$ cat config.mk
export PLATFORM = sky130hd
export DESIGN_NAME = zxuno_io
export DESIGN_NICKNAME = d
export VERILOG_FILES = /design/src/rtl/zxuno_pkg.sv /design/src/rtl/coreid.sv /design/src/rtl/cpu_bus_mux.sv /design/src/rtl/option_registers.sv /design/src/rtl/scandoubler_ctrl.sv /design/src/rtl/zxuno_io.sv /design/src/rtl/zxuno_port_decoder.sv
export SDC_FILE = /design/constraint.sdc
export NUM_CORES = 1
export LEC_CHECK = 0
export BUFFER_PORTS_ARGS = -buffer_cell sky130_fd_sc_hd__buf_4
export CAP_MARGIN = 10
export CORE_MARGIN = 3
export CORE_UTILIZATION = 29
export CTS_BUF_LIST = sky130_fd_sc_hd__clkbuf_4
export DETAILED_ROUTE_END_ITERATION = 10
export GPL_TIMING_DRIVEN = 0
export PLACE_DENSITY = 0.46
export SLEW_MARGIN = 20
export SYNTH_ARGS = -nofsm -noshare
export SYNTH_HDL_FRONTEND = slang
export SYNTH_SLANG_ARGS = --single-unit
$ cat constraint.sdc
create_clock -name sysclk -period 2.51 [get_ports sysclk]
set_clock_uncertainty 0.2 [all_clocks]
set_input_delay 0.1255 -clock sysclk [delete_from_list [all_inputs] [get_ports sysclk]]
set_output_delay 0.1255 -clock sysclk [all_outputs]
set_load 0.01 [all_outputs]
$ cat src/rtl/zxuno_pkg.sv
package zxuno_pkg;

  // ----------------------------------------------------------
  // Bus and register field widths
  // ----------------------------------------------------------

  typedef logic [15:0] zx_addr_t;
  typedef logic [7:0]  zx_data_t;
  typedef logic [7:0]  reg_addr_t;
  typedef logic [1:0]  cpu_speed_t;
  typedef logic [2:0]  freq_option_t;
  typedef logic [7:0]  devopt_t;

  // ----------------------------------------------------------
  // Port addresses and register numbers
  // ----------------------------------------------------------

  // Register select and register data ports
  localparam zx_addr_t ZXUNO_ADDR_PORT = 16'hFC3B;
  localparam zx_addr_t ZXUNO_DATA_PORT = 16'hFD3B;

  localparam reg_addr_t REG_COREID      = 8'hFF;
  localparam reg_addr_t REG_SCRATCH     = 8'hFE;
  localparam reg_addr_t REG_DEVOPTIONS  = 8'h0E;
  localparam reg_addr_t REG_SCANDBLCTRL = 8'h0B;

  // Floating bus and interrupt vector byte
  localparam zx_data_t BUS_IDLE_DATA = 8'hFF;
  localparam zx_data_t INTACK_DATA   = 8'hFF;

  // Fastest CPU clock setting
  localparam cpu_speed_t TURBO_SPEED = 2'b11;

  // ----------------------------------------------------------
  // Bus access tracking
  // ----------------------------------------------------------

  typedef enum logic [1:0] {
    PHASE_IDLE,
    PHASE_READ,
    PHASE_WRITE
  } bus_phase_t;

endpackage

$ cat src/rtl/coreid.sv
`timescale 1ns/1ps

module coreid
  import zxuno_pkg::*;
#(
  parameter logic [63:0] CORE_ID = "ZXUNO-IO",
  parameter int          ID_LEN  = 8
) (
  input  logic      sysclk,
  input  logic      rst,
  input  reg_addr_t reg_addr,
  input  logic      reg_rd,
  input  logic      reg_rd_stb,
  input  logic      regaddr_changed,
  output zx_data_t  dout,
  output logic      oe
);

  // Index runs 0..ID_LEN, ID_LEN meaning string exhausted
  logic [3:0]  char_idx;
  logic [2:0]  char_sel;
  logic [63:0] id_shifted;
  logic        selected;
  logic        more_chars;
  zx_data_t    char_q;

  assign selected   = (reg_addr == REG_COREID);
  assign more_chars = (char_idx < 4'(ID_LEN));

  // First character sits in the highest used byte
  assign char_sel   = 3'(ID_LEN - 1) - char_idx[2:0];
  assign id_shifted = CORE_ID >> {char_sel, 3'b000};

  always_ff @(posedge sysclk) begin
    if (rst)
      char_idx <= '0;
    else if (regaddr_changed)
      char_idx <= '0;
    else if (reg_rd_stb && selected && more_chars)
      char_idx <= char_idx + 4'd1;
  end

  // Byte latched at the start of the read
  always_ff @(posedge sysclk) begin
    if (reg_rd_stb && selected) begin
      if (more_chars)
        char_q <= id_shifted[7:0];
      else
        char_q <= '0;
    end
  end

  assign dout = char_q;
  assign oe   = reg_rd && selected;

  a_idx_in_range: assert property (@(posedge sysclk) disable iff (rst)
    char_idx <= 4'(ID_LEN));

endmodule

$ cat src/rtl/cpu_bus_mux.sv
`timescale 1ns/1ps

module cpu_bus_mux
  import zxuno_pkg::*;
(
  input  logic     iorq_n,
  input  logic     m1_n,
  input  zx_data_t addr_dout,
  input  logic     oe_addr,
  input  zx_data_t coreid_dout,
  input  logic     oe_coreid,
  input  zx_data_t scratch_dout,
  input  logic     oe_scratch,
  input  zx_data_t devopt_dout,
  input  logic     oe_devopt,
  input  zx_data_t scndbl_dout,
  input  logic     oe_scndbl,
  output zx_data_t dout
);

  logic oe_intack;

  // Interrupt acknowledge cycle
  assign oe_intack = !iorq_n && !m1_n;

  always_comb begin
    case (1'b1)
      oe_intack:  dout = INTACK_DATA;
      oe_addr:    dout = addr_dout;
      oe_coreid:  dout = coreid_dout;
      oe_scratch: dout = scratch_dout;
      oe_devopt:  dout = devopt_dout;
      oe_scndbl:  dout = scndbl_dout;
      default:    dout = BUS_IDLE_DATA;
    endcase
  end

  // Each block decodes its own register number
  always_comb begin
    a_one_block: assert ($onehot0({oe_coreid, oe_scratch, oe_devopt, oe_scndbl}));
  end

endmodule

$ cat src/rtl/option_registers.sv
`timescale 1ns/1ps

module option_registers
  import zxuno_pkg::*;
(
  input  logic      sysclk,
  input  logic      rst,
  input  reg_addr_t reg_addr,
  input  logic      reg_rd,
  input  logic      reg_wr_stb,
  input  zx_data_t  din,
  output zx_data_t  scratch_dout,
  output logic      oe_scratch,
  output zx_data_t  devopt_dout,
  output logic      oe_devopt,
  output devopt_t   devoptions
);

  // Plain read/write bytes, slot 0 scratch, slot 1 device options
  localparam int NREGS = 2;
  localparam reg_addr_t REG_NUM [NREGS] = '{REG_SCRATCH, REG_DEVOPTIONS};

  zx_data_t         regs [NREGS];
  logic [NREGS-1:0] sel;

  always_comb begin
    for (int i = 0; i < NREGS; i++)
      sel[i] = (reg_addr == REG_NUM[i]);
  end

  always_ff @(posedge sysclk) begin
    if (rst) begin
      for (int i = 0; i < NREGS; i++)
        regs[i] <= '0;
    end else if (reg_wr_stb) begin
      for (int i = 0; i < NREGS; i++) begin
        if (sel[i])
          regs[i] <= din;
      end
    end
  end

  // ----------------------------------------------------------
  // Readback and option lines
  // ----------------------------------------------------------

  assign scratch_dout = regs[0];
  assign oe_scratch   = reg_rd && sel[0];

  assign devopt_dout  = regs[1];
  assign oe_devopt    = reg_rd && sel[1];

  // Bit 0 disable_ay
  // Bit 1 disable_turboay
  // Bit 2 disable_7ffd
  // Bit 3 disable_1ffd
  // Bit 4 disable_romsel7f
  // Bit 5 disable_romsel1f
  // Bit 6 enable_timexmmu
  // Bit 7 disable_spisd
  assign devoptions   = regs[1];

endmodule

$ cat src/rtl/scandoubler_ctrl.sv
`timescale 1ns/1ps

module scandoubler_ctrl
  import zxuno_pkg::*;
(
  input  logic         sysclk,
  input  logic         rst,
  input  reg_addr_t    reg_addr,
  input  logic         reg_rd,
  input  logic         reg_wr_stb,
  input  zx_data_t     din,
  input  logic         turbo_boost,
  input  logic         video_output_change,
  output zx_data_t     dout,
  output logic         oe,
  output logic         vga_enable,
  output logic         scanlines_enable,
  output logic         csync_option,
  output freq_option_t freq_option,
  output cpu_speed_t   cpu_speed
);

  zx_data_t ctrl;
  logic     selected;
  logic     ctrl_wr;

  assign selected = (reg_addr == REG_SCANDBLCTRL);
  assign ctrl_wr  = reg_wr_stb && selected;

  // CPU write beats the keyboard toggle
  always_ff @(posedge sysclk) begin
    if (rst)
      ctrl <= '0;
    else if (ctrl_wr)
      ctrl <= din;
    else if (video_output_change)
      ctrl[0] <= ~ctrl[0];
  end

  // ----------------------------------------------------------
  // Field decode
  // ----------------------------------------------------------

  assign vga_enable       = ctrl[0];
  assign scanlines_enable = ctrl[1];
  assign freq_option      = ctrl[4:2];
  assign csync_option     = ctrl[5];

  // Boost key overrides the speed but leaves the stored bits alone
  assign cpu_speed = turbo_boost ? TURBO_SPEED : ctrl[7:6];

  assign dout = ctrl;
  assign oe   = reg_rd && selected;

  a_write_beats_toggle: assert property (@(posedge sysclk) disable iff (rst)
    (ctrl_wr && video_output_change) |=> (ctrl == $past(din)));

endmodule

$ cat src/rtl/zxuno_io.sv
`timescale 1ns/1ps

module zxuno_io
  import zxuno_pkg::*;
#(
  parameter logic [63:0] CORE_ID = "ZXUNO-IO",
  parameter int          ID_LEN  = 8
) (
  input  logic         sysclk,
  input  logic         rst,
  input  zx_addr_t     a,
  input  zx_data_t     din,
  input  logic         iorq_n,
  input  logic         rd_n,
  input  logic         wr_n,
  input  logic         m1_n,
  input  logic         turbo_boost,
  input  logic         video_output_change,
  output zx_data_t     dout,
  output logic         vga_enable,
  output logic         scanlines_enable,
  output logic         csync_option,
  output freq_option_t freq_option,
  output cpu_speed_t   cpu_speed,
  output devopt_t      devoptions
);

  // Register bus from the decoder
  reg_addr_t reg_addr;
  logic      reg_rd;
  logic      reg_rd_stb;
  logic      reg_wr_stb;
  logic      regaddr_changed;

  // Read bytes and enables into the mux
  zx_data_t addr_dout;
  logic     oe_addr;
  zx_data_t coreid_dout;
  logic     oe_coreid;
  zx_data_t scratch_dout;
  logic     oe_scratch;
  zx_data_t devopt_dout;
  logic     oe_devopt;
  zx_data_t scndbl_dout;
  logic     oe_scndbl;

  // An IORQ with M1 low is an interrupt acknowledge, never a port access
  zxuno_port_decoder port_decoder (
    .sysclk          (sysclk),
    .rst             (rst),
    .a               (a),
    .din             (din),
    .iorq_n          (iorq_n | ~m1_n),
    .rd_n            (rd_n),
    .wr_n            (wr_n),
    .reg_addr        (reg_addr),
    .reg_rd          (reg_rd),
    .reg_rd_stb      (reg_rd_stb),
    .reg_wr_stb      (reg_wr_stb),
    .regaddr_changed (regaddr_changed),
    .addr_dout       (addr_dout),
    .oe_addr         (oe_addr)
  );

  coreid #(
    .CORE_ID (CORE_ID),
    .ID_LEN  (ID_LEN)
  ) core_identification (
    .sysclk          (sysclk),
    .rst             (rst),
    .reg_addr        (reg_addr),
    .reg_rd          (reg_rd),
    .reg_rd_stb      (reg_rd_stb),
    .regaddr_changed (regaddr_changed),
    .dout            (coreid_dout),
    .oe              (oe_coreid)
  );

  option_registers options (
    .sysclk       (sysclk),
    .rst          (rst),
    .reg_addr     (reg_addr),
    .reg_rd       (reg_rd),
    .reg_wr_stb   (reg_wr_stb),
    .din          (din),
    .scratch_dout (scratch_dout),
    .oe_scratch   (oe_scratch),
    .devopt_dout  (devopt_dout),
    .oe_devopt    (oe_devopt),
    .devoptions   (devoptions)
  );

  scandoubler_ctrl scandoubler_control (
    .sysclk              (sysclk),
    .rst                 (rst),
    .reg_addr            (reg_addr),
    .reg_rd              (reg_rd),
    .reg_wr_stb          (reg_wr_stb),
    .din                 (din),
    .turbo_boost         (turbo_boost),
    .video_output_change (video_output_change),
    .dout                (scndbl_dout),
    .oe                  (oe_scndbl),
    .vga_enable          (vga_enable),
    .scanlines_enable    (scanlines_enable),
    .csync_option        (csync_option),
    .freq_option         (freq_option),
    .cpu_speed           (cpu_speed)
  );

  cpu_bus_mux data_in_mux (
    .iorq_n       (iorq_n),
    .m1_n         (m1_n),
    .addr_dout    (addr_dout),
    .oe_addr      (oe_addr),
    .coreid_dout  (coreid_dout),
    .oe_coreid    (oe_coreid),
    .scratch_dout (scratch_dout),
    .oe_scratch   (oe_scratch),
    .devopt_dout  (devopt_dout),
    .oe_devopt    (oe_devopt),
    .scndbl_dout  (scndbl_dout),
    .oe_scndbl    (oe_scndbl),
    .dout         (dout)
  );

endmodule

$ cat src/rtl/zxuno_port_decoder.sv
`timescale 1ns/1ps

module zxuno_port_decoder
  import zxuno_pkg::*;
(
  input  logic      sysclk,
  input  logic      rst,
  input  zx_addr_t  a,
  input  zx_data_t  din,
  input  logic      iorq_n,
  input  logic      rd_n,
  input  logic      wr_n,
  output reg_addr_t reg_addr,
  output logic      reg_rd,
  output logic      reg_rd_stb,
  output logic      reg_wr_stb,
  output logic      regaddr_changed,
  output zx_data_t  addr_dout,
  output logic      oe_addr
);

  bus_phase_t phase;
  bus_phase_t phase_next;

  logic addr_hit;
  logic data_hit;
  logic io_rd;
  logic io_wr;
  logic idle;

  assign addr_hit = (a == ZXUNO_ADDR_PORT);
  assign data_hit = (a == ZXUNO_DATA_PORT);

  // Read wins if rd_n and wr_n are both low
  assign io_rd = !iorq_n && !rd_n && (addr_hit || data_hit);
  assign io_wr = !iorq_n && !wr_n && rd_n && (addr_hit || data_hit);

  // ----------------------------------------------------------
  // Access phase FSM
  // ----------------------------------------------------------

  always_comb begin
    phase_next = phase;
    case (phase)
      PHASE_IDLE: begin
        if (io_rd)
          phase_next = PHASE_READ;
        else if (io_wr)
          phase_next = PHASE_WRITE;
      end
      PHASE_READ: begin
        if (!io_rd)
          phase_next = PHASE_IDLE;
      end
      PHASE_WRITE: begin
        if (!io_wr)
          phase_next = PHASE_IDLE;
      end
      default: phase_next = PHASE_IDLE;
    endcase
  end

  always_ff @(posedge sysclk) begin
    if (rst)
      phase <= PHASE_IDLE;
    else
      phase <= phase_next;
  end

  // Strobes only on the first cycle of an access
  assign idle            = (phase == PHASE_IDLE);
  assign reg_rd_stb      = idle && io_rd && data_hit;
  assign reg_wr_stb      = idle && io_wr && data_hit;
  assign regaddr_changed = idle && io_wr && addr_hit;
  assign reg_rd          = io_rd && data_hit;

  // Register select, also readable on the address port
  always_ff @(posedge sysclk) begin
    if (rst)
      reg_addr <= '0;
    else if (regaddr_changed)
      reg_addr <= din;
  end

  assign addr_dout = reg_addr;
  assign oe_addr   = io_rd && addr_hit;

  a_rd_wr_exclusive: assert property (@(posedge sysclk) disable iff (rst)
    !(reg_rd_stb && reg_wr_stb));

endmodule

**After elaboration in Yosys (flattened, before gate mapping)**

Memories as Yosys holds them, arrays and structs flattened.
Cells that the tools add are included.

- Add/sub/neg operators: 2
- Magnitude comparators: 1
- Eq/ne operators: 11
- Shifts and indexed selects: 1
- Mux-type cells: 26
- Bitwise logic cells: 5
- Reduce and logical (&&, ||, !) cells: 30

Operator list:

| cell | count |
|---|---|
| $mux W8 | 8 |
| $shr A63 B6 Y8 const A | 1 |
| $eq A16 B16 Y1 const B | 2 |
| $logic_and A1 B1 Y1 | 20 |
| $eq A8 B4 Y1 const B | 2 |
| $eq A8 B8 Y1 const B | 2 |
| $mux W1 | 12 |
| $mux W2 | 5 |
| $pmux W2 S3 | 1 |
| $logic_not A1 Y1 | 5 |
| $add A4 B1 Y4 const B | 1 |
| $lt A4 B4 Y1 const B | 1 |
| $ne A2 B2 Y1 const B | 2 |
| $ne A3 B1 Y1 const B | 1 |
| $or A1 B1 Y1 | 3 |
| $reduce_and A3 Y1 | 1 |
| $sub A3 B3 Y3 const A | 1 |
| $eq A2 B1 Y1 const B | 1 |
| $eq A2 B2 Y1 const B | 1 |
| $logic_not A2 Y1 | 1 |
| $not A1 Y1 | 2 |
| $reduce_bool A2 Y1 | 1 |
| $reduce_or A2 Y1 | 1 |
| $logic_or A1 B1 Y1 | 1 |

- Flip-flop bits (word level): 30
- Memory bits (writable): 16
- Bits of input ports: 32
- Output and inout port bits: 24
- Logic and storage cells: 83
- Memories kept: 1

Memory list:

| name | depth | bits a word | rd ports | clocked after memory_dff | wr ports | line | source |
|---|---|---|---|---|---|---|---|
| options.regs | 2 | 8 | 2 | 0 | 2 | option_registers.sv:23 | `zx_data_t regs [NREGS];` |

**Logic depth before layout (Yosys ltp)**

Gate-level depths: netlist of run 1.

- Depth after elaboration: 13
- Gate-level depth with buffers: 6
- Mapped depth without buffers: 5

**Hierarchy**

From an unflattened synthesis of run 1, not the netlist that was laid out.

- Cells, all modules: 296
- Area total of the unflattened synthesis: 2999.1 um^2

By module, submodules not included:

| module | times used | cells each | area an instance (um^2) | seq. area each (um^2) |
|---|---|---|---|---|
| option_registers | 1 | 53 | 795.8 | 480.5 |
| coreid | 1 | 54 | 591.8 | 290.3 |
| zxuno_port_decoder | 1 | 66 | 574.3 | 200.2 |
| cpu_bus_mux | 1 | 74 | 564.3 | 0.0 |
| scandoubler_ctrl | 1 | 48 | 466.7 | 160.2 |
| zxuno_io | 1 | 1 | 6.3 | 0.0 |

**Worst setup path before layout of run 1**

Ideal clock, no wire load.

- Kind: register to register
- Start: reg port_decoder.reg_addr[4] (netlist: port_decoder.addr_dout[4])
- End: mem options.regs[0][10] (netlist bit), enable pin
- Setup time: 375 ps
- Arrival: 1708 ps
- Data required time: 1935 ps
- Path slack: 227 ps
- Cell stages (with the launch flop): 5
- Path buffers: 1
- Period minus slack after synthesis: 2283 ps
- Cells stage by stage: dfxtp_1 > or4_1 > buf_2 > or2_1 > o21bai_1

RTL lines:

| element | line | source |
|---|---|---|
| from (decl) | zxuno_port_decoder.sv:13 | `output reg_addr_t reg_addr,` |
| from (signal assigned) | zxuno_port_decoder.sv:82 | `reg_addr <= din;` |
| to (decl) | option_registers.sv:23 |  |

**Worst setup path after layout of run 1**

- Start: reg port_decoder.reg_addr[7] (netlist: port_decoder.addr_dout[7])
- End: out dout[3]

- Word-level cells in the longest chain between the ends: 8
- Elaborated cells on any way between the ends: 14
- Classes of those cells: eq/ne (4); mux (6); reduce/logical (4)

RTL lines:

| element | line | source |
|---|---|---|
| $eq A8 B4 Y1 | scandoubler_ctrl.sv:27 | `assign selected = (reg_addr == REG_SCANDBLCTRL);` |
| $logic_and A1 B1 Y1 | scandoubler_ctrl.sv:53 | `assign oe = reg_rd && selected;` |
| $mux W8 (3 in series) | cpu_bus_mux.sv:27 | `case (1'b1)` |
| $mux W8 * (3 in series) | cpu_bus_mux.sv:27 |  |
| to (decl) | zxuno_io.sv:19 | `output zx_data_t dout,` |

Mark *: on every way between the ends. The rest lies on a longest branch, timed or not.

==> PnR_summary.wiki, run 1 <==
{| class="wikitable"
! Metric !! Value
|-
| Sequential share of the synthesized area || 0.472
|-
| Detailed router's first-iteration violation count || 103
|-
| Wire length of the first global-routing pass || 11.6 mm
|-
| Num Clock Sinks || 45
|-
| RSZ-0062 raised after global routing || true
|-
| Largest cells by area after synthesis || sky130_fd_sc_hd__edfxtp_1 29%, sky130_fd_sc_hd__dfxtp_1 18%, sky130_fd_sc_hd__mux2i_1 6.7%
|-
| Vias in the first global route || 2,204
|-
| Final critical-path share of the clock period || 1.05
|-
| H-tree Lvls || 2
|-
| Antenna fix cells || 0
|-
| Pin slew with the least headroom to its limit || 0.827 ns
|-
| Root Buffer || sky130_fd_sc_hd__clkbuf_4
|-
| Clock tree from TritonCTS || built
|-
| Count of flip-flops with a built-in enable after synthesis || 23
|-
| Hold-critical path depth || 4
|-
| Post-synthesis cell type with the largest combined area || sky130_fd_sc_hd__edfxtp_1
|-
| Length of routed met2 wiring || 3.38 mm
|-
| Top Metal Used || met4
|-
| Yosys synthesis warning count || 0
|-
| Leak || 1.29 nW
|-
| Tmin final || 2.63 ns
|-
| Placeable core region || 7890 um2
|-
| Routed wire per std cell || 17.4 um
|-
| Worst-case setup slack after placement || -0.287 ns
|-
| Worst-path maximum fanout || 6
|-
| Max-slew violation count || 0
|-
| Ports || 56
|-
| Number of standard cells in the layout, taps in and fillers out || 418
|-
| Power density relative to cell area || 386 nW/um2
|-
| Upper clock frequency limit || 380 MHz
|-
| Initial antenna violation count || 0
|-
| Final RePlAce weighted congestion || 0.761
|-
| Mapped Area || 2400 um2
|-
| Final total negative setup slack || -0.471 ns
|-
| Num CTS Buffers || 5
|-
| Number of detailed-route iterations in the first pass || 4
|-
| Cell breakdown of the critical path || or4_4, or3_4, o221ai_4, o2111ai_2, buf_4
|-
| Crit end category || primary output
|-
| Total detailed-routing wirelength || 7.28 mm
|-
| Clock network fraction of total power || 0.286
|-
| Kind of launch point of the worst setup path || flip-flop
|-
| Antenna violation net count after detailed routing || 0
|-
| Initial core utilization || 0.304
|-
| Hold Crit Class || primary input to flip-flop
|-
| Final number of hold-violating endpoints || 0
|-
| Overflow after GRT || 0
|-
| Part of the power in combinational logic || 0.103
|-
| Arrival time reported for the critical path endpoint || 2.31 ns
|-
| Setup Crit Path Kind || flip-flop to primary output
|-
| Synth unique cells || 46
|-
| Rel. slew slack || 0.449
|-
| Worst vdd rail ir drop || 0.221 mV
|-
| Relative contribution of sequential cells to total power || 0.611
|-
| Top cell type's share of synthesized area || 0.288
|-
| Vertical die dimension || 96.9 um
|-
| Slowest Stage Delay on Critical Path || 0.56 ns
|-
| Total global routing track utilization || 0.155
|-
| Routed via count divided by cell count || 5.05
|-
| Placed cell count || 390
|-
| Power Total || 1.30 mW
|-
| Area enclosed by the die boundary || 9400 um2
|-
| Buffer levels on the longest clock path || 2
|-
| Internal cell power || 993 uW
|-
| Number of nets in the final layout || 352
|-
| Number of placement rows || 32
|-
| Switch Pwr || 304 uW
|-
| Final standard cell area without fillers || 3360 um2
|-
| Mapped Nets || 270
|-
| Tightest hold margin || 0.0179 ns
|-
| Post-Synthesis Cells || 233
|-
| Area Growth Syn to Fin || 40.0%
|-
| Dominant synthesized flop cell || sky130_fd_sc_hd__edfxtp_1
|-
| Area of the multi-input gates || 1330 um2
|-
| Detailed-route wire length on metal 1 || 3.46 mm
|-
| Fill cells || 789
|-
| DR DRC count || 0
|-
| Placement Cell Area || 2940 um2
|-
| Slowest-stage cell, CP || sky130_fd_sc_hd__or4_4
|-
| Required time of the worst setup path || 2.18 ns
|-
| Setup slack of the critical path after layout || -0.125 ns
|-
| Run status || complete, but fails checks
|-
| Mean instance size in the synthesized netlist || 10.3 um2
|-
| Post-synthesis sequential element count || 45
|-
| Sw Share || 0.234
|-
| Met3 routed WL || 343 um
|-
| Proportion of layout cells with a drive suffix above 1 || 0.358
|-
| Count of maximum capacitance violations || 0
|-
| Count of buffers from port buffering || 55
|-
| Fraction of registers with async set or reset after synthesis || 0
|-
| Total vias in the final route || 2,111
|-
| Die outline width || 96.9 um
|-
| Register clock-pin slew on the reported worst setup and hold paths || 0.13 ns
|-
| Maximum number of pins on one net before global-route repair || 14
|-
| Clock insertion delay at the later pin of the skew report || 0.37 ns
|-
| Core Util, Final || 0.426
|-
| Total half-perimeter wirelength after legalization and detailed placement || 5.11 mm
|-
| Final setup vio count || 7
|-
| Total area of sequential cells || 1130 um2
|-
| Number of cell instances on the worst register-to-register path || 7
|-
| Violations in the final reports || setup timing
|}
==> final timing paths <==
| kind | startpoint | end | slack [ns] |
|---|---|---|---|
| min reg2reg | port_decoder.phase[1] | port_decoder.phase[0] | 0.29 |
| max reg2reg | port_decoder.addr_dout[7] | options.regs[0][14] | 0.16 |
| min | rd_n | port_decoder.phase[1] | 0.02 |
| max | port_decoder.addr_dout[7] | dout[3] | -0.12 |
==> logic make-up after synthesis <==
family	share of synthesized area
compound gates	0.114
xor+xnor	0.0110
fa+ha+maj	0.0261
buf+inv	0.0386
flops	0.472
mux	0.0855
simple gates	0.253
==> critical path, delay by kind of cell, from the launching register on <==
family / cells / cell delay (ns)
DFF: 1 / 0.34
AOI/OAI and AO/OA: 2 / 0.36
buffers and inverters: 1 / 0.20
and+or+nand+nor: 2 / 1.06
==> synth_stat cells, types with 3 or more instances <==
cell,instances
sky130_fd_sc_hd__or3_1,7
sky130_fd_sc_hd__inv_1,5
sky130_fd_sc_hd__nand3b_1,3
sky130_fd_sc_hd__nor3_1,4
sky130_fd_sc_hd__clkbuf_1,10
sky130_fd_sc_hd__o221ai_1,6
sky130_fd_sc_hd__nand3_1,10
sky130_fd_sc_hd__nand4b_1,5
sky130_fd_sc_hd__mux2_2,4
sky130_fd_sc_hd__nor2b_1,3
sky130_fd_sc_hd__mux2i_1,16
sky130_fd_sc_hd__o2111ai_1,5
sky130_fd_sc_hd__nand2_1,3
sky130_fd_sc_hd__nand4_1,4
sky130_fd_sc_hd__edfxtp_1,23
sky130_fd_sc_hd__nor2_1,30
sky130_fd_sc_hd__xnor2_1,3
sky130_fd_sc_hd__ha_1,5
sky130_fd_sc_hd__nand2b_1,11
sky130_fd_sc_hd__and2_1,9
sky130_fd_sc_hd__a21oi_1,8
sky130_fd_sc_hd__or2_2,3
sky130_fd_sc_hd__o21ai_0,3
sky130_fd_sc_hd__buf_4,3
sky130_fd_sc_hd__dfxtp_1,22
==> what timing repair did <==
action                     4_1_cts  5_1_grt
resized for setup               21       14
pin swaps                       12        7
setup buffers                    8        3
hold endpoints to repair        37        0
setup endpoints to repair       24       33
hold buffers                    13        0
==> sequential cells by signal, summed over array words and instances (netlist names) <==
register                      flops
port_decoder.addr_dout            8
port_decoder.phase                2
core_identification.char_idx      4
scandoubler_control.dout          8
core_identification.dout          7
options.regs                     16
==> area by class of cell <==
cell class                 count  share of cell area
buffer                        12              0.0168
clock buffer                   7              0.0156
clock inverter                 1             0.00224
inverter                       5             0.00559
multi-input combinational    167               0.396
sequential                    45               0.338
tap                          102              0.0380
timing repair buffer          79               0.187
==> routing by layer <==
layer,up-vias,global-route usage
met3,8,0.0332
met4,0,0.0389
met1,1018,0.211
li1,1027,-
met2,58,0.251
met5,-,0
==> power by group through the flow <==
stage	combinational, mW	sequential [mW]	clock (mW)
global route	0.146	0.795	0.422
CTS	0.132	0.792	0.385
finish	0.133	0.793	0.371
detailed placement	0.114	0.809	0
floorplan	0.0377	0.810	0
global placement	0.113	0.809	0
==> cell usage in the layout, fill, tap and decap left out, drive strengths merged, types with 2 or more instances in the layout <==
cell,netlist,final
dlygate4sd3,0,13
nor2,30,30
nand3b,3,3
nor3,5,5
o211ai,2,2
nand2,3,3
o2111ai,5,5
o221ai,6,6
o22a,2,2
and2,9,9
a21oi,8,8
o21ai,3,3
nand2b,11,11
nor2b,3,3
nand3,10,10
or3,7,7
mux2,4,4
clkbuf,10,16
xnor2,3,3
mux2i,16,16
dfxtp,22,22
buf,6,69
or2,4,4
o21bai,2,2
nand4,5,5
inv,5,5
nand4b,5,5
ha,5,5
a211oi,4,4
edfxtp,23,23
and3,2,2
nor4,3,3
No activity file was read; power rests on OpenSTA's default activity.
==> run 2: changes to the inputs <==
--- a/config.mk
+++ b/config.mk
@@ -12,7 +12,9 @@
 export CTS_BUF_LIST = sky130_fd_sc_hd__clkbuf_4
 export DETAILED_ROUTE_END_ITERATION = 10
 export GPL_TIMING_DRIVEN = 0
+export MAX_ROUTING_LAYER = met4
 export PLACE_DENSITY = 0.46
+export REMOVE_ABC_BUFFERS = 1
 export SLEW_MARGIN = 20
 export SYNTH_ARGS = -nofsm -noshare
 export SYNTH_HDL_FRONTEND = slang
==> PnR_summary.wiki, run 2 (same netlist as run 1, synthesis figures left out) <==
{| class="wikitable"
! Metric !! Value
|-
| Buffer levels on the longest clock path || 2 (unchanged)
|-
| Worst-path maximum fanout || 6 (unchanged)
|-
| DR DRC count || 0 (unchanged)
|-
| Antenna fix cells || 0 (unchanged)
|-
| Largest reg by FF count || options.regs (unchanged)
|-
| RSZ-0062 raised after global routing || true (unchanged)
|-
| Final RePlAce weighted congestion || 0.809 (was 0.761)
|-
| Setup Crit Path Kind || flip-flop to primary output (unchanged)
|-
| Overflow after GRT || 0 (unchanged)
|-
| Power density relative to cell area || 398 nW/um2 (was 386 nW/um2)
|-
| Antenna violation net count after detailed routing || 0 (unchanged)
|-
| Placement Cell Area || 2870 um2 (was 2940 um2)
|-
| Flip-flop count of the largest register after layout || 16 (unchanged)
|-
| Initial core utilization || 0.304 (unchanged)
|-
| Count of buffers from port buffering || 55 (unchanged)
|-
| Total vias in the final route || 2,009 (was 2,111)
|-
| Kind of launch point of the worst setup path || flip-flop (unchanged)
|-
| Fill cells || 781 (was 789)
|-
| H-tree Lvls || 2 (unchanged)
|-
| Rel. slew slack || 0.510 (was 0.449)
|-
| Total detailed-routing wirelength || 7.02 mm (was 7.28 mm)
|-
| Placeable core region || 7890 um2 (unchanged)
|-
| Placed cell count || 374 (was 390)
|-
| Die outline width || 96.9 um (unchanged)
|-
| Max-slew violation count || 0 (unchanged)
|-
| Crit end category || primary output (unchanged)
|-
| Upper clock frequency limit || 385 MHz (was 380 MHz)
|-
| Area of the multi-input gates || 1260 um2 (was 1330 um2)
|-
| Core Util, Final || 0.407 (was 0.426)
|-
| Register clock-pin slew on the reported worst setup and hold paths || 0.14 ns (was 0.13 ns)
|-
| Tmin final || 2.60 ns (was 2.63 ns)
|-
| Num CTS Buffers || 5 (unchanged)
|-
| Final setup vio count || 6 (was 7)
|-
| Vias in the first global route || 2,015 (was 2,204)
|-
| Total area of sequential cells || 1140 um2 (was 1130 um2)
|-
| Vertical die dimension || 96.9 um (unchanged)
|-
| Area enclosed by the die boundary || 9400 um2 (unchanged)
|-
| Tightest hold margin || 0.0237 ns (was 0.0179 ns)
|-
| Run status || complete, but fails checks (unchanged)
|-
| Worst vdd rail ir drop || 0.197 mV (was 0.221 mV)
|-
| Detailed router's first-iteration violation count || 63 (was 103)
|-
| Proportion of layout cells with a drive suffix above 1 || 0.347 (was 0.358)
|-
| Initial antenna violation count || 0 (unchanged)
|-
| Clock insertion delay at the later pin of the skew report || 0.37 ns (about the same)
|-
| Required time of the worst setup path || 2.18 ns (about the same)
|-
| Pin slew with the least headroom to its limit || 0.733 ns (was 0.827 ns)
|-
| Clock tree from TritonCTS || built (unchanged)
|-
| Routed wire per std cell || 17.5 um (was 17.4 um)
|-
| Ports || 56 (unchanged)
|-
| Number of standard cells in the layout, taps in and fillers out || 402 (was 418)
|-
| Count of maximum capacitance violations || 0 (unchanged)
|-
| Routed via count divided by cell count || 5.00 (was 5.05)
|-
| Leak || 1.23 nW (was 1.29 nW)
|-
| Wire length of the first global-routing pass || 11.0 mm (was 11.6 mm)
|-
| Final number of hold-violating endpoints || 0 (unchanged)
|-
| Final standard cell area without fillers || 3210 um2 (was 3360 um2)
|-
| Setup slack of the critical path after layout || -0.0861 ns (was -0.125 ns)
|-
| Hold Crit Class || primary input to flip-flop (unchanged)
|-
| Final critical-path share of the clock period || 1.03 (was 1.05)
|-
| Number of nets in the final layout || 336 (was 352)
|-
| Violations in the final reports || setup timing (unchanged)
|-
| Most frequent cells in the layout || 59 x sky130_fd_sc_hd__buf_4, 29 x sky130_fd_sc_hd__nor2_1, 23 x sky130_fd_sc_hd__edfxtp_1 (was 68 x sky130_fd_sc_hd__buf_4, 29 x sky130_fd_sc_hd__nor2_1, 23 x sky130_fd_sc_hd__edfxtp_1)
|-
| Total half-perimeter wirelength after legalization and detailed placement || 4.78 mm (was 5.11 mm)
|-
| Area Growth Syn to Fin || 33.8% (was 40.0%)
|-
| Root Buffer || sky130_fd_sc_hd__clkbuf_4 (unchanged)
|-
| Number of placement rows || 32 (unchanged)
|-
| Number of detailed-route iterations in the first pass || 6 (was 4)
|-
| Commonest non-fill, non-tap cell in the layout || sky130_fd_sc_hd__buf_4 (unchanged)
|-
| Arrival time reported for the critical path endpoint || 2.27 ns (was 2.31 ns)
|-
| Maximum number of pins on one net before global-route repair || 25 (was 14)
|-
| Num Clock Sinks || 45 (unchanged)
|-
| Total global routing track utilization || 0.152 (was 0.155)
|}
==> run 2: changes by cell type in the layout (fill, tap and decap cells not counted), sizes merged <==
cell,delta
buf,-8
dlygate4sd3,+1
clkinv,+2
clkbuf,-11
==> run 2: power by group <==
part | leakage (nW) | internal [mW] | switching [mW]
logic | 0.807 | 0.0747 | 0.0529
registers | 0.389 | 0.783 | 0.00893
clock network | 0.0310 | 0.106 | 0.252
total | 1.23 | 0.963 | 0.314
==> run 2: cell type report <==
| cell class | instances | share of cell area |
|---|---|---|
| Clock inverter | 3 | 0.00546 |
| Tap cell | 102 | 0.0398 |
| Sequential cell | 45 | 0.354 |
| Multi-Input combinational cell | 167 | 0.394 |
| Timing Repair Buffer | 75 | 0.189 |
| Clock buffer | 5 | 0.0117 |
| Inverter | 5 | 0.00585 |
==> run 2: metrics by stage <==
| step | TNS, ns | power (mW) | setup WS (ns) |
|---|---|---|---|
| 2_1_floorplan | 0 | 0.841 | 0.209 |
| 3_3_place_gp | -4.35 | 0.917 | -0.308 |
| 3_5_place_dp | -4.53 | 0.918 | -0.291 |
| 4_1_cts | -0.431 | 1.29 | -0.0986 |
| 5_1_grt | -1.24 | 1.33 | -0.186 |
| 6_report | -0.376 | 1.28 | -0.0861 |
==> run 2: worst max-delay path, cell delays in order, from the launching register on <==
cell and delay (ns):
sky130_fd_sc_hd__dfxtp_2 0.38, sky130_fd_sc_hd__buf_4 0.11, sky130_fd_sc_hd__nand4_1 0.28, sky130_fd_sc_hd__nor2_1 0.29, sky130_fd_sc_hd__nand3_2 0.25, sky130_fd_sc_hd__o221ai_2 0.25
sky130_fd_sc_hd__o2111ai_2 0.16, sky130_fd_sc_hd__buf_4 0.18
==> run 2: final timing paths <==
check                            startpoint                         endpoint  slack, ns  depth (start not counted)
setup / recovery  port_decoder.addr_dout[7]                          dout[5]      -0.09                          7
hold / removal                       iorq_n            port_decoder.phase[1]       0.02                          5
setup reg to reg  port_decoder.addr_dout[7]  core_identification.char_idx[3]       0.07                          7
hold reg to reg       port_decoder.phase[1]            port_decoder.phase[0]       0.31                          1
==> run 2: routing by layer <==
layer / track usage / share of wire
met5: - / 0
met4: 0.0356 / 0.0081
met3: 0.0281 / 0.041
met2: 0.239 / 0.47
met1: 0.202 / 0.48
==> run 2: repair_timing <==
action / 4_1_cts / 5_1_grt
gates resized for setup: 19 / 7
setup endpoints to repair: 24 / 8
setup buffers: 3 / 3
hold buffers: 14 / 0
hold endpoints to repair: 35 / 0
pin swaps: 10 / 8
